### config.mk
export PLATFORM = sky130hd
export DESIGN_NAME = axil_periph_top
export DESIGN_NICKNAME = d
export VERILOG_FILES = /design/src/common/axil_map_pkg.sv /design/src/hdl/axil_addr_decode.sv /design/src/axil_router/axil_router.sv /design/src/hdl/axil_reg_bank.sv /design/src/hdl/axil_id_rom.sv /design/src/hdl/axil_periph_top.sv
export SDC_FILE = /design/constraint.sdc
export NUM_CORES = 1
export LEC_CHECK = 0
export BUFFER_PORTS_ARGS = -buffer_cell sky130_fd_sc_hd__buf_2
export CORE_MARGIN = 2
export CORE_UTILIZATION = 32
export CTS_CLUSTER_DIAMETER = 60
export DETAILED_ROUTE_END_ITERATION = 16
export PLACE_DENSITY = 0.58
export SYNTH_ARGS = -nofsm -noshare
export SYNTH_HDL_FRONTEND = slang
export SYNTH_SLANG_ARGS = --single-unit
### constraint.sdc
create_clock -name clock -period 4.3 [get_ports clock]
set_clock_uncertainty 0.05 [all_clocks]
set_input_delay 0.215 -clock clock [delete_from_list [all_inputs] [get_ports clock]]
set_output_delay 0.215 -clock clock [all_outputs]
set_load 0.05 [all_outputs]
### src/common/axil_map_pkg.sv
////////////////////////////////////////////////////////////////////////////
// shared widths, address map, response codes and request/response structs
// for the axi4-lite peripheral subsystem
////////////////////////////////////////////////////////////////////////////
package axil_map_pkg;

    // basic bus widths
    typedef logic [31:0] addr_t;
    typedef logic [31:0] data_t;
    typedef logic [3:0]  strb_t;
    typedef logic [1:0]  resp_t;

    // axi response codes used here
    localparam resp_t RESP_OKAY   = 2'b00;
    localparam resp_t RESP_DECERR = 2'b11;

    ////////////////////////////////////////////////////////////////////////////
    // address map
    ////////////////////////////////////////////////////////////////////////////

    localparam int NUM_SLAVES = 2;

    // one-hot select, the top bit flags "none selected"
    typedef logic [NUM_SLAVES:0] sel_t;
    localparam int SEL_REG  = 0;
    localparam int SEL_ROM  = 1;
    localparam int SEL_NONE = 2;

    // register bank window, 4 KiB, eight words alias through it
    localparam addr_t REG_BASE = 32'h1000_0000;
    localparam addr_t REG_MASK = 32'hFFFF_F000;

    // identification rom window, same shape
    localparam addr_t ROM_BASE = 32'h2000_0000;
    localparam addr_t ROM_MASK = 32'hFFFF_F000;

    // slave tables, indexed by slave number
    localparam addr_t [NUM_SLAVES-1:0] SLAVE_BASE = {ROM_BASE, REG_BASE};
    localparam addr_t [NUM_SLAVES-1:0] SLAVE_MASK = {ROM_MASK, REG_MASK};

    // per-channel access masks, rom is read-only
    localparam logic [NUM_SLAVES-1:0] READ_ALLOWED  = 2'b11;
    localparam logic [NUM_SLAVES-1:0] WRITE_ALLOWED = 2'b01;

    // rom word i reads back as ROM_TAG + i
    localparam data_t ROM_TAG = 32'hC0DE_0000;

    // word index sits in address bits 4..2
    localparam int WORD_SEL_W = 3;
    localparam int WORD_LSB   = 2;

    ////////////////////////////////////////////////////////////////////////////
    // channel structs
    ////////////////////////////////////////////////////////////////////////////

    typedef struct packed {
        addr_t addr;
        data_t wdata;
        strb_t wstrb;
        logic  write;
    } req_t;

    // request after the decode stage, carries its slave select
    typedef struct packed {
        req_t req;
        sel_t sel;
    } dec_req_t;

    typedef struct packed {
        data_t data;
        resp_t resp;
    } rsp_t;

endpackage

### src/hdl/axil_addr_decode.sv
////////////////////////////////////////////////////////////////////////////
// registered address decode, matches a request against the slave map and
// holds it with a one-hot slave select for the routing stage
////////////////////////////////////////////////////////////////////////////
`timescale 1ns/100ps

module axil_addr_decode
    import axil_map_pkg::*;
#(
    // which slaves this channel may reach
    parameter logic [NUM_SLAVES-1:0] ACCESS_ALLOWED = READ_ALLOWED
) (
    input  logic     clock,
    input  logic     reset,

    // upstream request
    input  logic     i_valid,
    output logic     o_ready,
    input  req_t     i_req,

    // decoded request toward the router
    output logic     o_valid,
    input  logic     i_ready,
    output dec_req_t o_req
);

    ////////////////////////////////////////////////////////////////////////////
    // address match
    ////////////////////////////////////////////////////////////////////////////

    // per-slave hit, only where the channel is allowed
    logic [NUM_SLAVES-1:0] slave_hit;
    sel_t                  sel_next;

    always_comb begin
        for (int s = 0; s < NUM_SLAVES; s++) begin
            // bits outside the mask are don't-care
            slave_hit[s] = (((i_req.addr ^ SLAVE_BASE[s]) & SLAVE_MASK[s]) == '0)
                           && ACCESS_ALLOWED[s];
        end
    end

    always_comb begin
        sel_next = '0;
        sel_next[NUM_SLAVES-1:0] = slave_hit;
        // nothing matched, route to the error lane
        sel_next[SEL_NONE] = ~|slave_hit;
    end

    ////////////////////////////////////////////////////////////////////////////
    // decode register
    ////////////////////////////////////////////////////////////////////////////

    // stall only while holding an entry that downstream does not take
    assign o_ready = !o_valid || i_ready;

    always_ff @(posedge clock) begin
        if (reset) begin
            o_valid <= 1'b0;
        end else if (o_ready) begin
            o_valid <= i_valid;
        end
    end

    // payload loads only on an accepted request
    always_ff @(posedge clock) begin
        if (o_ready && i_valid) begin
            o_req.req <= i_req;
            o_req.sel <= sel_next;
        end
    end

endmodule

### src/axil_router/axil_router.sv
////////////////////////////////////////////////////////////////////////////
// routes decoded read and write requests to the slaves, forms decode
// errors and holds one registered response per channel
////////////////////////////////////////////////////////////////////////////
`timescale 1ns/100ps

module axil_router
    import axil_map_pkg::*;
(
    input  logic                  clock,
    input  logic                  reset,

    // decoded read requests
    input  logic                  i_rd_valid,
    output logic                  o_rd_ready,
    input  dec_req_t              i_rd_req,

    // decoded write requests
    input  logic                  i_wr_valid,
    output logic                  o_wr_ready,
    input  dec_req_t              i_wr_req,

    // read response channel
    output logic                  o_rvalid,
    input  logic                  i_rready,
    output rsp_t                  o_rsp_rd,

    // write response channel
    output logic                  o_bvalid,
    input  logic                  i_bready,
    output resp_t                 o_bresp,

    // slave side
    output logic                  o_reg_wr_en,
    output logic                  o_reg_rd_en,
    output logic                  o_rom_rd_en,
    output logic [WORD_SEL_W-1:0] o_word_sel,
    output data_t                 o_wdata,
    output strb_t                 o_wstrb,
    input  data_t                 i_reg_rdata,
    input  data_t                 i_rom_rdata
);

    ////////////////////////////////////////////////////////////////////////////
    // read channel
    ////////////////////////////////////////////////////////////////////////////

    logic rd_free;
    logic rd_take;
    logic rd_busy;
    sel_t rd_pend_sel;

    // response register is free or drains this cycle
    assign rd_free    = !o_rvalid || i_rready;
    assign o_rd_ready = rd_free;
    assign rd_take    = i_rd_valid && rd_free;

    // slave enables, none for the error lane
    assign o_reg_rd_en = rd_take && i_rd_req.sel[SEL_REG];
    assign o_rom_rd_en = rd_take && i_rd_req.sel[SEL_ROM];
    assign rd_busy     = o_reg_rd_en || o_rom_rd_en;

    always_ff @(posedge clock) begin
        if (reset) begin
            o_rvalid <= 1'b0;
        end else if (rd_free) begin
            o_rvalid <= rd_take;
        end
    end

    // remember which slave will hold the read data
    always_ff @(posedge clock) begin
        if (rd_take) begin
            rd_pend_sel <= i_rd_req.sel;
        end
    end

    // slave data registers only move on an enable, so they hold under stall
    always_comb begin
        if (rd_pend_sel[SEL_REG]) begin
            o_rsp_rd.data = i_reg_rdata;
        end else if (rd_pend_sel[SEL_ROM]) begin
            o_rsp_rd.data = i_rom_rdata;
        end else begin
            o_rsp_rd.data = '0;
        end
        o_rsp_rd.resp = rd_pend_sel[SEL_NONE] ? RESP_DECERR : RESP_OKAY;
    end

    ////////////////////////////////////////////////////////////////////////////
    // write channel
    ////////////////////////////////////////////////////////////////////////////

    logic wr_free;
    logic wr_needs_bank;
    logic wr_take;

    assign wr_free       = !o_bvalid || i_bready;
    assign wr_needs_bank = i_wr_req.sel[SEL_REG];

    // the word index is shared, a slave read this cycle holds off a bank write
    assign o_wr_ready = wr_free && !(wr_needs_bank && rd_busy);
    assign wr_take    = i_wr_valid && o_wr_ready;

    assign o_reg_wr_en = wr_take && wr_needs_bank && i_wr_req.req.write;

    always_ff @(posedge clock) begin
        if (reset) begin
            o_bvalid <= 1'b0;
        end else if (wr_free) begin
            o_bvalid <= wr_take;
        end
    end

    always_ff @(posedge clock) begin
        if (wr_take) begin
            o_bresp <= i_wr_req.sel[SEL_NONE] ? RESP_DECERR : RESP_OKAY;
        end
    end

    ////////////////////////////////////////////////////////////////////////////
    // shared slave bus
    ////////////////////////////////////////////////////////////////////////////

    // read owns the index when it drives an enable
    assign o_word_sel = rd_busy ? i_rd_req.req.addr[WORD_LSB +: WORD_SEL_W]
                                : i_wr_req.req.addr[WORD_LSB +: WORD_SEL_W];
    assign o_wdata    = i_wr_req.req.wdata;
    assign o_wstrb    = i_wr_req.req.wstrb;

endmodule

### src/hdl/axil_reg_bank.sv
////////////////////////////////////////////////////////////////////////////
// eight 32-bit read-write registers with byte strobes and registered reads
////////////////////////////////////////////////////////////////////////////
`timescale 1ns/100ps

module axil_reg_bank
    import axil_map_pkg::*;
(
    input  logic                  clock,
    input  logic                  reset,
    input  logic                  i_wr_en,
    input  logic                  i_rd_en,
    input  logic [WORD_SEL_W-1:0] i_word_sel,
    input  data_t                 i_wdata,
    input  strb_t                 i_wstrb,
    output data_t                 o_rdata
);

    localparam int NUM_WORDS = 1 << WORD_SEL_W;
    localparam int NUM_BYTES = $bits(strb_t);

    // register storage
    data_t regs [NUM_WORDS];

    ////////////////////////////////////////////////////////////////////////////
    // write path
    ////////////////////////////////////////////////////////////////////////////

    always_ff @(posedge clock) begin
        if (reset) begin
            for (int w = 0; w < NUM_WORDS; w++) begin
                regs[w] <= '0;
            end
        end else if (i_wr_en) begin
            // only strobed bytes change
            for (int b = 0; b < NUM_BYTES; b++) begin
                if (i_wstrb[b]) begin
                    regs[i_word_sel][8*b +: 8] <= i_wdata[8*b +: 8];
                end
            end
        end
    end

    ////////////////////////////////////////////////////////////////////////////
    // read path
    ////////////////////////////////////////////////////////////////////////////

    // data appears one cycle after the enable and holds until the next one
    always_ff @(posedge clock) begin
        if (i_rd_en) begin
            o_rdata <= regs[i_word_sel];
        end
    end

endmodule

### src/hdl/axil_id_rom.sv
////////////////////////////////////////////////////////////////////////////
// read-only identification words, word i holds the tag plus i
////////////////////////////////////////////////////////////////////////////
`timescale 1ns/100ps

module axil_id_rom
    import axil_map_pkg::*;
(
    input  logic                  clock,
    input  logic                  i_rd_en,
    input  logic [WORD_SEL_W-1:0] i_word_sel,
    output data_t                 o_rdata
);

    data_t rom_word;

    // tag in the upper bits, index in the low bits
    assign rom_word = ROM_TAG + data_t'(i_word_sel);

    // registered read, held between enables
    always_ff @(posedge clock) begin
        if (i_rd_en) begin
            o_rdata <= rom_word;
        end
    end

endmodule

### src/hdl/axil_periph_top.sv
////////////////////////////////////////////////////////////////////////////
// axi4-lite peripheral top, decode and route stages per channel in front
// of a register bank and an identification rom
////////////////////////////////////////////////////////////////////////////
`timescale 1ns/100ps

module axil_periph_top
    import axil_map_pkg::*;
(
    input  logic  clock,
    input  logic  reset,

    // write address / data
    input  addr_t i_awaddr,
    input  logic  i_awvalid,
    output logic  o_awready,
    input  data_t i_wdata,
    input  strb_t i_wstrb,
    input  logic  i_wvalid,
    output logic  o_wready,

    // write response
    output resp_t o_bresp,
    output logic  o_bvalid,
    input  logic  i_bready,

    // read address
    input  addr_t i_araddr,
    input  logic  i_arvalid,
    output logic  o_arready,

    // read data
    output data_t o_rdata,
    output resp_t o_rresp,
    output logic  o_rvalid,
    input  logic  i_rready
);

    req_t     rd_req;
    req_t     wr_req;
    logic     wr_in_valid;
    logic     wr_in_ready;
    logic     rd_dec_valid;
    logic     rd_dec_ready;
    dec_req_t rd_dec_req;
    logic     wr_dec_valid;
    logic     wr_dec_ready;
    dec_req_t wr_dec_req;
    rsp_t     rd_rsp;

    logic                  reg_wr_en;
    logic                  reg_rd_en;
    logic                  rom_rd_en;
    logic [WORD_SEL_W-1:0] word_sel;
    data_t                 slv_wdata;
    strb_t                 slv_wstrb;
    data_t                 reg_rdata;
    data_t                 rom_rdata;

    ////////////////////////////////////////////////////////////////////////////
    // pack the axi channels
    ////////////////////////////////////////////////////////////////////////////

    assign rd_req = '{addr: i_araddr, wdata: '0, wstrb: '0, write: 1'b0};
    assign wr_req = '{addr: i_awaddr, wdata: i_wdata, wstrb: i_wstrb, write: 1'b1};

    // address and data are taken together
    assign wr_in_valid = i_awvalid && i_wvalid;
    assign o_awready   = wr_in_valid && wr_in_ready;
    assign o_wready    = wr_in_valid && wr_in_ready;

    assign o_rdata = rd_rsp.data;
    assign o_rresp = rd_rsp.resp;

    ////////////////////////////////////////////////////////////////////////////
    // decode stages
    ////////////////////////////////////////////////////////////////////////////

    axil_addr_decode #(
        .ACCESS_ALLOWED (READ_ALLOWED)
    ) rd_decode0 (
        .clock   (clock),
        .reset   (reset),
        .i_valid (i_arvalid),
        .o_ready (o_arready),
        .i_req   (rd_req),
        .o_valid (rd_dec_valid),
        .i_ready (rd_dec_ready),
        .o_req   (rd_dec_req)
    );

    axil_addr_decode #(
        .ACCESS_ALLOWED (WRITE_ALLOWED)
    ) wr_decode0 (
        .clock   (clock),
        .reset   (reset),
        .i_valid (wr_in_valid),
        .o_ready (wr_in_ready),
        .i_req   (wr_req),
        .o_valid (wr_dec_valid),
        .i_ready (wr_dec_ready),
        .o_req   (wr_dec_req)
    );

    ////////////////////////////////////////////////////////////////////////////
    // router and slaves
    ////////////////////////////////////////////////////////////////////////////

    axil_router router0 (
        .clock       (clock),
        .reset       (reset),
        .i_rd_valid  (rd_dec_valid),
        .o_rd_ready  (rd_dec_ready),
        .i_rd_req    (rd_dec_req),
        .i_wr_valid  (wr_dec_valid),
        .o_wr_ready  (wr_dec_ready),
        .i_wr_req    (wr_dec_req),
        .o_rvalid    (o_rvalid),
        .i_rready    (i_rready),
        .o_rsp_rd    (rd_rsp),
        .o_bvalid    (o_bvalid),
        .i_bready    (i_bready),
        .o_bresp     (o_bresp),
        .o_reg_wr_en (reg_wr_en),
        .o_reg_rd_en (reg_rd_en),
        .o_rom_rd_en (rom_rd_en),
        .o_word_sel  (word_sel),
        .o_wdata     (slv_wdata),
        .o_wstrb     (slv_wstrb),
        .i_reg_rdata (reg_rdata),
        .i_rom_rdata (rom_rdata)
    );

    axil_reg_bank regs0 (
        .clock      (clock),
        .reset      (reset),
        .i_wr_en    (reg_wr_en),
        .i_rd_en    (reg_rd_en),
        .i_word_sel (word_sel),
        .i_wdata    (slv_wdata),
        .i_wstrb    (slv_wstrb),
        .o_rdata    (reg_rdata)
    );

    axil_id_rom rom0 (
        .clock      (clock),
        .i_rd_en    (rom_rd_en),
        .i_word_sel (word_sel),
        .o_rdata    (rom_rdata)
    );

endmodule

==> flow_results.org, run 1 <==
** Outcome
- Outcome :: finished, final reports clean

** GRT
- Total congestion overflow after global routing :: 0
- The initial antenna violation count came to 1.
- The number of global-route vias before repair is 11,166.
- Pin count of the biggest net entering global routing :: 39
- Global-route usage over all layers :: 0.175
- Wire length of the first global-routing pass :: slightly below 70 mm

** STA
- The total count of max-transition violations in the final report is 0.
- Crit path time final :: 3.44 ns
- For the pin with the worst max-slew slack, the measured transition is around 1.2 ns.
- Setup repair after global routing left no endpoint under its margin.
- Measured against its own limit, the worst slew margin works out to 0.215.
- Post-route setup TNS :: 0 ns
- Dividing the final minimum period by the clock period gives 0.800.
- Hold is met by between 0.04 and 0.05 ns.
- Setup violations remaining at the end of the flow were counted as 0.
- Fmax achieved :: between 0.2 and 0.3 GHz
- Hold Violations, Final :: 0

** Worst setup path
- Depth of the worst register-to-register path :: 6
- Worst Setup End Kind :: register
- Setup Crit Path Kind :: register to register
- Crit path from :: router0.o_rvalid
- Worst reg2reg setup slack :: 0.86 ns
- Endpoint of the worst-slack reg-to-reg timing path :: regs0.o_rdata[21]
- Data arrives at the worst endpoint at 3.79 ns.
- Required time worst endpoint :: roughly 4.7 ns
- Crit Path Max Fanout :: 26
- STA classifies the critical path startpoint as a register.
- Reg-to-reg startpoint :: router0.o_rvalid

** Finish
- Count of nets after finishing :: around 1,500
- Antenna diode instance count :: 0
- Area taken by flip-flops and latches :: roughly 10,000 um2
- Final instance area :: between 15,000 and 20,000 um2
- Area growth from synthesis to final layout :: 20.7%
- Area occupied by multi-input gates :: 5560 um2
- Of the cells placed in the final design, the portion with a size suffix greater than 1 is 0.207.
- Fillers :: approximately 4,800

** Worst hold path
- Launch instance of the worst min-delay path :: i_araddr[24]
- Counting instances, the worst hold path has a depth of 4.
- Terminating pin of the worst hold path :: rd_decode0.o_req[0]
- Path type of the worst min-delay path :: input pin to register

** Synthesis
- For this run, the leading register cell type out of synthesis is sky130_fd_sc_hd__edfxtp_1.
- Cell type contributing the most total cell area after synthesis :: sky130_fd_sc_hd__edfxtp_1
- Mapped Nets :: 1,351
- Yosys printed 0 warnings.
- FFs w/ async S/R, synth :: 0
- Cell with the most instances after synthesis :: sky130_fd_sc_hd__edfxtp_1
- The netlist uses 60 different library cells.
- Post-synthesis sequential element count :: approximately 350
- The commonest cells after synthesis are 342 x sky130_fd_sc_hd__edfxtp_1, 278 x sky130_fd_sc_hd__and2_1, 58 x sky130_fd_sc_hd__nand2_1, 53 x sky130_fd_sc_hd__clkbuf_1, 43 x sky130_fd_sc_hd__a311oi_1.
- Synth top area cells :: sky130_fd_sc_hd__edfxtp_1 63%, sky130_fd_sc_hd__and2_1 11%, sky130_fd_sc_hd__mux2i_1 2.5%
- EDFF count, synth :: approximately 340
- A synthesized cell averages around 13 um2.
- Of the post-synthesis cell area, the dominant cell type holds 0.630.
- Sequential element share of the synthesized area :: 0.635
- In the synthesized netlist, the number of instances is around 1,200.
- Summing every instance area after synthesis gives between 15,000 and 20,000 um2.

** Pwr
- Power density cells :: about 400 nW/um2
- Leakage dissipation :: slightly above 7 nW
- VDD IR-drop max :: 0.260 mV
- Overall power :: 7.93 mW

** Detailed routing
- In this run the remaining antenna-violating nets after routing total 0.
- The pre-antenna-repair detailed-routing pass consisted of 5 iterations.
- Number of DRC markers after the initial detailed-route iteration :: roughly 1,100
- Overall via count from detail_route :: between 10,000 and 15,000
- In the routed layout, each cell is associated on average with a via count of about 5.3.
- In the final routed layout, each cell accounts on average for about 22 um.
- Summed over all layers, the routed wires come to approximately 47 mm.
- Number of DRC violations after detailed routing :: 0

** Floorplan
- During I/O placement, the number of pins put on the boundary was ~150.
- The floorplan has 82 rows.
- The die is around 230 um tall.
- Effective utilization at floorplan :: 0.324
- Horiz. Die Dim :: roughly 230 um
- The floorplan step defined a core boundary enclosing between 50,000 and 60,000 um2.
- Area enclosed by the die boundary :: 52,800 um2

** CTS
- Buffer count from post-CTS setup fixing :: 0
- The clock drives ~350 sinks.
- Clock buffers created by TritonCTS :: 41
- Clock tree from TritonCTS :: built
- CTS H-tree depth :: 2
- Clock transition at the register clock pins on the worst setup and hold paths after CTS :: around 0.060 ns
- The clock passes through at most 3 buffers.
- Root buffer selected by CTS :: sky130_fd_sc_hd__clkbuf_16
- Latest clock arrival within the worst-skew pair :: between 0.5 and 0.6 ns

** Placed design
- In this run the cell area measured after placement is between 15,000 and 20,000 um2.
- Routability-driven placement finished with a final weighted congestion of between 0.7 and 0.8.
- Port buffering added approximately 130 buffers.
- Summed over all nets, the half-perimeter wirelength after detailed placement is 31.0 mm.

** Flow run
- Across the run, the number of max-cap violations was 0.
## what timing repair did
action                    4_1_cts  5_1_grt
resized for setup               0        0
hold endpoints to repair       49        0
hold buffers                   55        0
## cell usage in the layout (no fill, tap or decap), drive strengths merged, types with 36 or more instances in the layout
cell type      n
nor2          38
clkbuf        57
mux2i         42
or2           36
a311oi        43
buf          172
and2         278
dlygate4sd3   55
nand2         58
edfxtp       342
## report_power, final
| group | leakage (nW) | switching (mW) | internal [mW] |
|---|---|---|---|
| sequential | 3.47 | 0.0804 | 3.83 |
| clock | 0.636 | 1.39 | 2.03 |
| combinational | 3.07 | 0.390 | 0.214 |
## through the flow
| step | std cells | utilization | setup WS, ns |
|---|---|---|---|
| finish | 2138 | 0.391 | 0.861 |
| global route | 2138 | 0.391 | 0.823 |
| CTS | 2138 | 0.391 | 0.999 |
| detailed placement | 2008 | 0.354 | 1.00 |
| global placement | 2008 | 0.354 | 1.09 |
| floorplan | 1244 | - | 0.576 |
## worst max-delay path: stages, from the launching register on
cell and delay (ns):
sky130_fd_sc_hd__dfxtp_1 0.34, sky130_fd_sc_hd__nor2b_2 0.75, sky130_fd_sc_hd__buf_4 0.44, sky130_fd_sc_hd__o311a_1 0.59, sky130_fd_sc_hd__or2_0 0.68, sky130_fd_sc_hd__a22o_1 0.26, sky130_fd_sc_hd__o31a_1 0.17
## sequential cells by signal, summed over array words and instances, names as in the netlist
register / flops
router0.o_bvalid: 1
router0.o_bresp: 1
regs0.o_rdata: 32
router0.rd_pend_sel: 3
wr_decode0.o_req: 41
wr_decode0.o_valid: 1
rd_decode0.o_req: 6
regs0.regs: 256
router0.o_rvalid: 1
rom0.o_rdata: 3
rd_decode0.o_valid: 1
## how the worst max path moves through the flow
stage / endpoint / cells past startpoint
final: regs0.o_rdata[21] / 6
after global routing: regs0.o_rdata[15] / 6
after CTS: regs0.o_rdata[21] / 6
after detailed placement: regs0.o_rdata[21] / 6
after global placement: regs0.regs[7][29] / 5
after floorplan: o_wready / 7
## kinds of logic (layout without fill, tap and decap cells)
logic type | after synthesis | in the layout | share of synthesized area
buf+inv | 104 | 326 | 0.0275
simple gates | 515 | 515 | 0.190
xor+xnor | 1 | 1 | 0.000537
flops | 346 | 346 | 0.635
mux | 43 | 43 | 0.0282
compound gates | 235 | 235 | 0.119
## per-layer routing
layer | vias up | global-route usage | wire length (um)
li1 | 5107 | - | -
met1 | 5629 | 0.230 | 20200
met2 | 401 | 0.287 | 22000
met3 | 103 | 0.0290 | 2800
met4 | 0 | 0.0704 | 1850
met5 | - | 0 | 0
## final cells by class
type,instances,area share
tap,672,0.0427
inverter,24,0.00458
multi-input combinational,794,0.282
timing repair buffer,227,0.0778
sequential,346,0.526
clock buffer,57,0.0573
clock inverter,18,0.00941
No activity file was read; power rests on OpenSTA's default activity.
==> inputs of run 2 (changes only) <==
==> constraint.sdc (replaced) <==
create_clock -name clock -period 3.2 [get_ports clock]
set_clock_uncertainty 0.05 [all_clocks]
set_input_delay 0.16 -clock clock [delete_from_list [all_inputs] [get_ports clock]]
set_output_delay 0.16 -clock clock [all_outputs]
set_load 0.05 [all_outputs]
==> run 2 against run 1 <==
Net effect:
- critical path depth increased by 1
- die area unchanged
- routed wire length fell by 0.78%
- via count is 0.44% lower
- clock power up 25%
- worst setup slack lost 0.67 ns
- final cell count grew 1.1%
==> flow_results.org, run 2 (synthesis gave the netlist of run 1 again) <==
** Placed design
- Global placement routability congestion :: between 0.8 and 0.9
- Before CTS, the worst setup slack after placement is around 0.34 ns.
- Port buffering added about 130 buffers.
- Area after DPL :: 18,000 um2
- Sum of net half-perimeters after detailed placement :: ~32 mm

** Finish
- From synthesis to final layout, the design area changed by 21.6%.
- Count of nets after finishing :: ~1,600
- Commonest cells after routing, fill and taps aside :: 342 x sky130_fd_sc_hd__edfxtp_1, 278 x sky130_fd_sc_hd__and2_1, 129 x sky130_fd_sc_hd__buf_2
- regs0.regs holds more flip-flops than any other register.
- The library cell used most frequently in the layout, excluding fill and tap cells, is sky130_fd_sc_hd__edfxtp_1.
- The register with the most flip-flops in the layout has ~260 of them.
- Of the cells placed in the final design, the portion with a size suffix greater than 1 is 0.221.
- Core Util, Final :: 0.394
- Biggest registers after layout :: regs0.regs: 256 flops, wr_decode0.o_req: 41 flops, regs0.o_rdata: 32 flops
- Antenna diode instance count :: 0
- The finished cells cover 19,800 um2.

** CTS
- Maximum count of clock buffers along a single path :: 3
- Clock tree sinks :: about 350
- Clock buffers created by TritonCTS :: 40
- TritonCTS built the clock tree.
- Root buffer selected by CTS :: sky130_fd_sc_hd__clkbuf_16
- Clock latency on the worst-skew pair, taken at its later pin, is 0.55 ns.
- CTS H-tree depth :: 2
- Clock transition at the register clock pins on the worst setup and hold paths after CTS :: roughly 0.06 ns

** Worst setup path
- Max stage delay cell, worst path :: sky130_fd_sc_hd__edfxtp_1
- The worst setup path is captured at an output port.
- Broken down by cell family, the worst path's largest delay share belongs to buffers and inverters.
- In this design, the stage delay of the slowest critical-path cell is approximately 0.43 ns.
- CP bufs+invs :: 3
- Most prevalent standard cell on the critical path :: sky130_fd_sc_hd__buf_4
- Traced cell by cell, the critical path runs through or2_1 > buf_4 > nand4_1 > nand2_1 > a21oi_4 > buf_4 > buf_2.
- At the worst endpoint, the required time is approximately 3 ns.
- WP data arrival :: approximately 2.8 ns
- Setup Crit Path Kind :: register to output port
- Of all nets on the critical path, the largest fanout is 21.
- Crit path launch type :: register

** Detailed routing
- In this run, the number of DRC markers left after iteration 0 of detailed routing was about 860.
- After detailed routing, the number of vias per cell comes to 5.18.
- Final wirelength :: 46.5 mm
- Avg WL per Cell :: between 20 and 25 um
- Detailed routing inserted a total of between 10,000 and 15,000 vias.
- Before antenna repair, the detailed router went through 5 iterations.
- After detailed routing, the number of remaining DRC violations is 0.
- In this run the remaining antenna-violating nets after routing total 0.

** Pwr
- Switching portion of total power :: 0.236
- Leakage dissipation :: around 7.3 nW
- The worst-case IR drop observed on VDD is roughly 0.31 mV.
- Overall power :: about 10 mW
- The internal power of the cells totals 7.92 mW.
- The share of total power dissipated in the clock network is 0.413.
- Portion of total power attributed to sequential cells :: 0.507
- Switching power total :: 2.45 mW
- Power density cells :: 523 nW/um2
- Combinational group share of total power :: 0.080

** Floorplan
- The initial utilization of the core area, before any placement, comes to 0.324.
- Boundary Pins :: 148
- The die is between 200 and 250 um wide.
- The floorplan step defined a die boundary enclosing approximately 53,000 um2.
- The core region is 50,300 um2.
- Standard-cell row count :: ~80
- In this run the vertical extent of the chip is roughly 230 um.

** STA
- Tcrit/Tclk final :: 0.941
- Timing would allow up to between 0.3 and 0.4 GHz.
- Relative max-transition margin :: 0.102
- Post-route setup TNS :: 0 ns
- Slew @ Worst Pin :: 1.34 ns
- Number of failing setup endpoints in the final timing report :: 0
- Setup repair after global routing left no endpoint under its margin.
- Setup slack closes at 0.190 ns.
- The count of final hold-check violations is 0.
- Number of max-slew violations in the final report :: 0
- After layout, the minimum clock period comes to about 3 ns.

** GRT
- Global-route usage over all layers :: 0.175
- Number of global-route vias before repair :: between 10,000 and 15,000
- Number of antenna violations at the first check in global routing :: 0
- Pin count of the biggest net entering global routing :: 37
- The first global-routing pass estimated roughly 70 mm of wire.
- After global routing the overflow that remains totals 0.

** Outcome
- The run finished with clean final reports.

** Flow run
- Count of max-cap constraint violations :: 0

** Worst hold path
- Path type of the worst min-delay path :: input pin to register
## run 2: metal layers
layer | vias to the layer above | track usage | routed length, um
met4 | 0 | 0.0639 | 1560
met1 | 5522 | 0.230 | 19800
met2 | 421 | 0.290 | 22300
met5 | - | 0 | 0
met3 | 90 | 0.0310 | 2850
li1 | 5157 | - | -
## run 2: final timing paths
check | startpoint | endpoint | slack [ns] | cells past startpoint
max | rd_decode0.o_req[0] | o_wready | 0.19 | 7
min reg2reg | wr_decode0.o_req[2] | router0.o_bresp[0] | 0.38 | 0
min | reset | router0.o_bvalid | 0.15 | 3
max reg2reg | rd_decode0.o_req[0] | regs0.o_rdata[21] | 0.29 | 5
## run 2: layout make-up
| type | instances | area, um2 |
|---|---|---|
| clock buffer | 52 | 1080 |
| clock inverter | 17 | 135 |
| fill | 4760 | 30400 |
| inverter | 24 | 90.1 |
| multi-input combinational | 794 | 5550 |
| sequential | 346 | 10300 |
| tap | 672 | 841 |
| timing repair buffer | 257 | 1790 |
## run 2: worst reg2reg max path: stages (launching register included)
cell,delay [ns]
sky130_fd_sc_hd__edfxtp_1,0.43
sky130_fd_sc_hd__or2_1,0.41
sky130_fd_sc_hd__a311oi_1,1.12
sky130_fd_sc_hd__or2_1,0.43
sky130_fd_sc_hd__a22o_1,0.19
sky130_fd_sc_hd__o31a_1,0.14
## run 2: power groups by stage
stage          Combinational, mW  Clock [mW]  Sequential [mW]
2_1_floorplan              0.473           0             5.29
4_1_cts                    0.835        4.40             5.26
5_1_grt                    0.890        4.55             5.27
3_3_place_gp               0.768           0             5.35
6_report                   0.829        4.28             5.26
3_5_place_dp               0.784           0             5.35
## run 2: what timing repair did
item	4_1_cts	5_1_grt
gates resized for setup	0	0
endpoints found under the hold margin	50	0
setup endpoints to repair	0	0
setup buffers	0	0
hold buffers	57	0
## run 2: stage by stage
stage          cells  hold slack, ns
2_1_floorplan   1244           0.209
3_3_place_gp    2036           0.289
3_5_place_dp    2036           0.288
4_1_cts         2162           0.135
5_1_grt         2162           0.154
6_report        2162           0.151
==> inputs of run 3 (changes only) <==
--- a/config.mk
+++ b/config.mk
@@ -7,10 +7,10 @@
 export LEC_CHECK = 0
 export BUFFER_PORTS_ARGS = -buffer_cell sky130_fd_sc_hd__buf_2
 export CORE_MARGIN = 2
-export CORE_UTILIZATION = 32
+export CORE_UTILIZATION = 44
 export CTS_CLUSTER_DIAMETER = 60
 export DETAILED_ROUTE_END_ITERATION = 16
-export PLACE_DENSITY = 0.58
+export PLACE_DENSITY = 0.72
 export SYNTH_ARGS = -nofsm -noshare
 export SYNTH_HDL_FRONTEND = slang
 export SYNTH_SLANG_ARGS = --single-unit
==> run 3 against run 2 <==
Net effect:
- routed wire length decreased by 6.1%
- via count increased by 0.75%
- clock power decreased by 2%
- critical endpoint is now regs0.regs[1][26]
- critical path type is now register to register
- sequential power about the same
==> flow_results.org, run 3 (synthesis gave the netlist of run 1 again) <==
** Detailed routing
- The first detailed-routing pass took 6 iterations.
- After detailed routing, the total wire length is around 44 mm.
- Number of DRC violations after detailed routing :: 0
- The count of nets left with antenna violations once routing finished came out at 0.
- Dividing the detail-routed wire length by the instance count gives 22.5 um.
- In the routed layout, each cell is associated on average with a via count of slightly below 6.
- Overall via count from detail_route :: ~11,000
- The detailed router finished its first iteration with around 1,200 violations.

** Worst setup path
- Tracing the worst setup path back leads to its startpoint at rd_decode0.o_req[0].
- Worst Setup End Kind :: register
- In this run the critical register-to-register path is captured at regs0.regs[1][26].
- Depth of the worst register-to-register path :: 5
- Along the worst path, the maximum fanout reaches 23.
- Worst reg2reg setup slack :: around 0.16 ns
- The worst setup path is of the register to register kind.
- Data on the critical path is required at its endpoint by between 3 and 4 ns.
- For the worst setup path, the data arrival time is 3.25 ns.
- The startpoint identified for the worst register-to-register timing path is rd_decode0.o_req[0].
- The worst setup path is launched from a register.

** Pwr
- Switching portion of total power :: 0.229
- Power density cells :: 529 nW/um2
- In this run the static leakage power is between 7 and 8 nW.
- Portion of total power attributed to sequential cells :: 0.511
- Switching power total :: 2.36 mW
- Of the total power, the clock network draws 0.410.
- Of the total power, combinational logic draws 0.079.
- VDD IR-drop max :: around 0.34 mV
- Internal power :: between 7 and 8 mW
- Overall power :: between 10 and 15 mW

** Finish
- In the final layout, the share of cells above drive strength 1 is 0.213.
- More flip-flops sit in one register than any other, and that register is regs0.regs.
- Number of flip-flops in the largest register :: between 200 and 300
- Commonest cells after routing, fill and taps aside :: 342 x sky130_fd_sc_hd__edfxtp_1, 278 x sky130_fd_sc_hd__and2_1, 129 x sky130_fd_sc_hd__buf_2
- Area growth from synthesis to final layout :: 19.1%
- Excluding fillers, the count of instances in the completed layout stands at 1,939.
- Leaving out fill and tap cells, the most frequent cell in the layout is sky130_fd_sc_hd__edfxtp_1.
- In the final layout, the registers with the most flip-flops are regs0.regs: 256 flops, wr_decode0.o_req: 41 flops, regs0.o_rdata: 32 flops.
- Core Util, Final :: 0.532
- Antenna diode instance count :: 0
- At the end of the flow, the number of nets in the layout was between 1,500 and 2,000.

** Worst hold path
- Terminating pin of the worst hold path :: rd_decode0.o_req[1]
- Launch instance of the worst min-delay path :: i_araddr[17]
- The worst hold path was traced through 4 stages.
- In this run the worst hold path is classified as input pin to register.

** Placed design
- During placement, the flow inserted port buffers numbering around 130.
- In this run, placement finished with an instance count of around 1,800.
- Global placement routability congestion :: 0.853
- The wire-length estimate of the detail-placed layout is between 20 and 30 mm.

** STA
- Relative max-transition margin :: 0.338
- The count of final hold-check violations was 0.
- Setup total negative slack on the finished layout was measured at 0 ns.
- Tcrit/Tclk final :: 0.949
- Setup repair after global routing left no endpoint under its margin.
- Hold WS :: ~0.023 ns
- Number of failing setup endpoints in the final timing report :: 0
- Timing would allow up to ~0.33 GHz.
- Number of max-slew violations in the final report :: 0
- Crit path time final :: slightly above 3 ns
- Slew @ Worst Pin :: approximately 0.99 ns

** CTS
- Clock buffers created by TritonCTS :: 38
- After clock tree synthesis, the setup repair step added 0 buffers.
- Root buffer selected by CTS :: sky130_fd_sc_hd__clkbuf_16
- Clock tree from TritonCTS :: built
- PostCTS Resize Cnt :: 0
- The longest clock path from root to sink contains 3 buffers.
- Clock transition at the register clock pins on the worst setup and hold paths after CTS :: around 0.06 ns
- The H-tree generated during clock tree synthesis spans 2 levels.
- Clock tree synthesis found a total of 346 sinks.
- The later pin in the worst-skew pair is clocked with a latency of approximately 0.54 ns.

** Floorplan
- For this configuration, the core starts out at a cell density of 0.447.
- The floorplan step set the die width to 197 um.
- Pin placement for this block handled about 150 I/O pins.
- The core region is about 37,000 um2.
- The floorplan step defined a die boundary enclosing around 39,000 um2.
- In this run the vertical extent of the chip is 197 um.
- Standard-cell row count :: 70

** GRT
- In the global route stage, overall resource usage came out at 0.226.
- After global routing, the most crowded layer is met2.
- Total congestion overflow after global routing :: 0
- Met2 global-route usage :: 0.375
- Entering global routing, the biggest net connects 51 pins.
- In the global route stage, met3 resource usage came out at 0.0388.
- Number of antenna violations at the first check in global routing :: 0
- Wire length of the first global-routing pass :: 65.7 mm
- Fraction of met1 tracks used by global routing :: 0.297
- Number of global-route vias before repair :: 11,362

** Flow run
- The tool flagged a number of max-cap violations equal to 0.

** Outcome
- Outcome :: finished, final reports clean
==> run 3: changes by cell type in the layout (fill, tap and decap cells not counted) <==
cell	change
sky130_fd_sc_hd__clkbuf_1	-2
sky130_fd_sc_hd__inv_6	-2
sky130_fd_sc_hd__clkbuf_2	+1
sky130_fd_sc_hd__inv_8	-2
sky130_fd_sc_hd__buf_12	-1
sky130_fd_sc_hd__bufinv_16	+1
sky130_fd_sc_hd__dlygate4sd3_1	-1
sky130_fd_sc_hd__clkbuf_8	-1
sky130_fd_sc_hd__clkinv_2	+2
sky130_fd_sc_hd__clkinvlp_4	-1
sky130_fd_sc_hd__buf_4	-13
==> run 3: metal layers <==
metal  part of all wire  wire (um)
met1               0.40      17700
met2               0.48      21100
met3              0.077       3380
met4              0.034       1470
met5                  0          0
==> run 3: worst max-delay path by stage <==
stage	to	slack, ns
floorplan	o_wready	0.14
finish	regs0.regs[1][26]	0.16
detailed placement	regs0.o_rdata[25]	0.17
global route	regs0.regs[1][29]	0.11
global placement	regs0.o_rdata[25]	0.27
CTS	regs0.o_rdata[25]	0.13
==> run 3: final cells by class <==
cell class	count	area, um2
Multi-Input combinational cell	794	5550
Fill cell	3000	17100
Sequential cell	346	10300
Clock buffer	49	1060
Clock inverter	15	128
Timing Repair Buffer	243	1660
Tap cell	468	586
Inverter	24	90.1
==> run 3: power by group through the flow <==
stage | combinational [mW] | clock, mW | sequential (mW)
after global placement | 0.743 | 0 | 5.34
after detailed placement | 0.761 | 0 | 5.34
after floorplan | 0.473 | 0 | 5.29
after global routing | 0.870 | 4.48 | 5.26
final | 0.817 | 4.21 | 5.25
after CTS | 0.812 | 4.28 | 5.25
==> run 3: through the flow <==
| stage | instance area (um2) | worst slack (ns) |
|---|---|---|
| 2_1_floorplan | 16300 | 0.144 |
| 3_3_place_gp | 17700 | 0.274 |
| 3_5_place_dp | 17700 | 0.169 |
| 4_1_cts | 19400 | 0.130 |
| 5_1_grt | 19400 | 0.106 |
| 6_report | 19400 | 0.162 |
==> run 3: worst max-delay path, stage by stage (launching register included) <==
cell and delay [ns]:
sky130_fd_sc_hd__edfxtp_1 0.43, sky130_fd_sc_hd__or2_1 0.31, sky130_fd_sc_hd__nand3_4 0.37, sky130_fd_sc_hd__mux2i_4 0.78, sky130_fd_sc_hd__nor2_1 0.34, sky130_fd_sc_hd__or2_2 0.48
==> run 3: timing repair <==
action / CTS / global route
endpoints found under the setup margin: 0 / 0
endpoints found under the hold margin: 49 / 0
hold buffers: 56 / 0
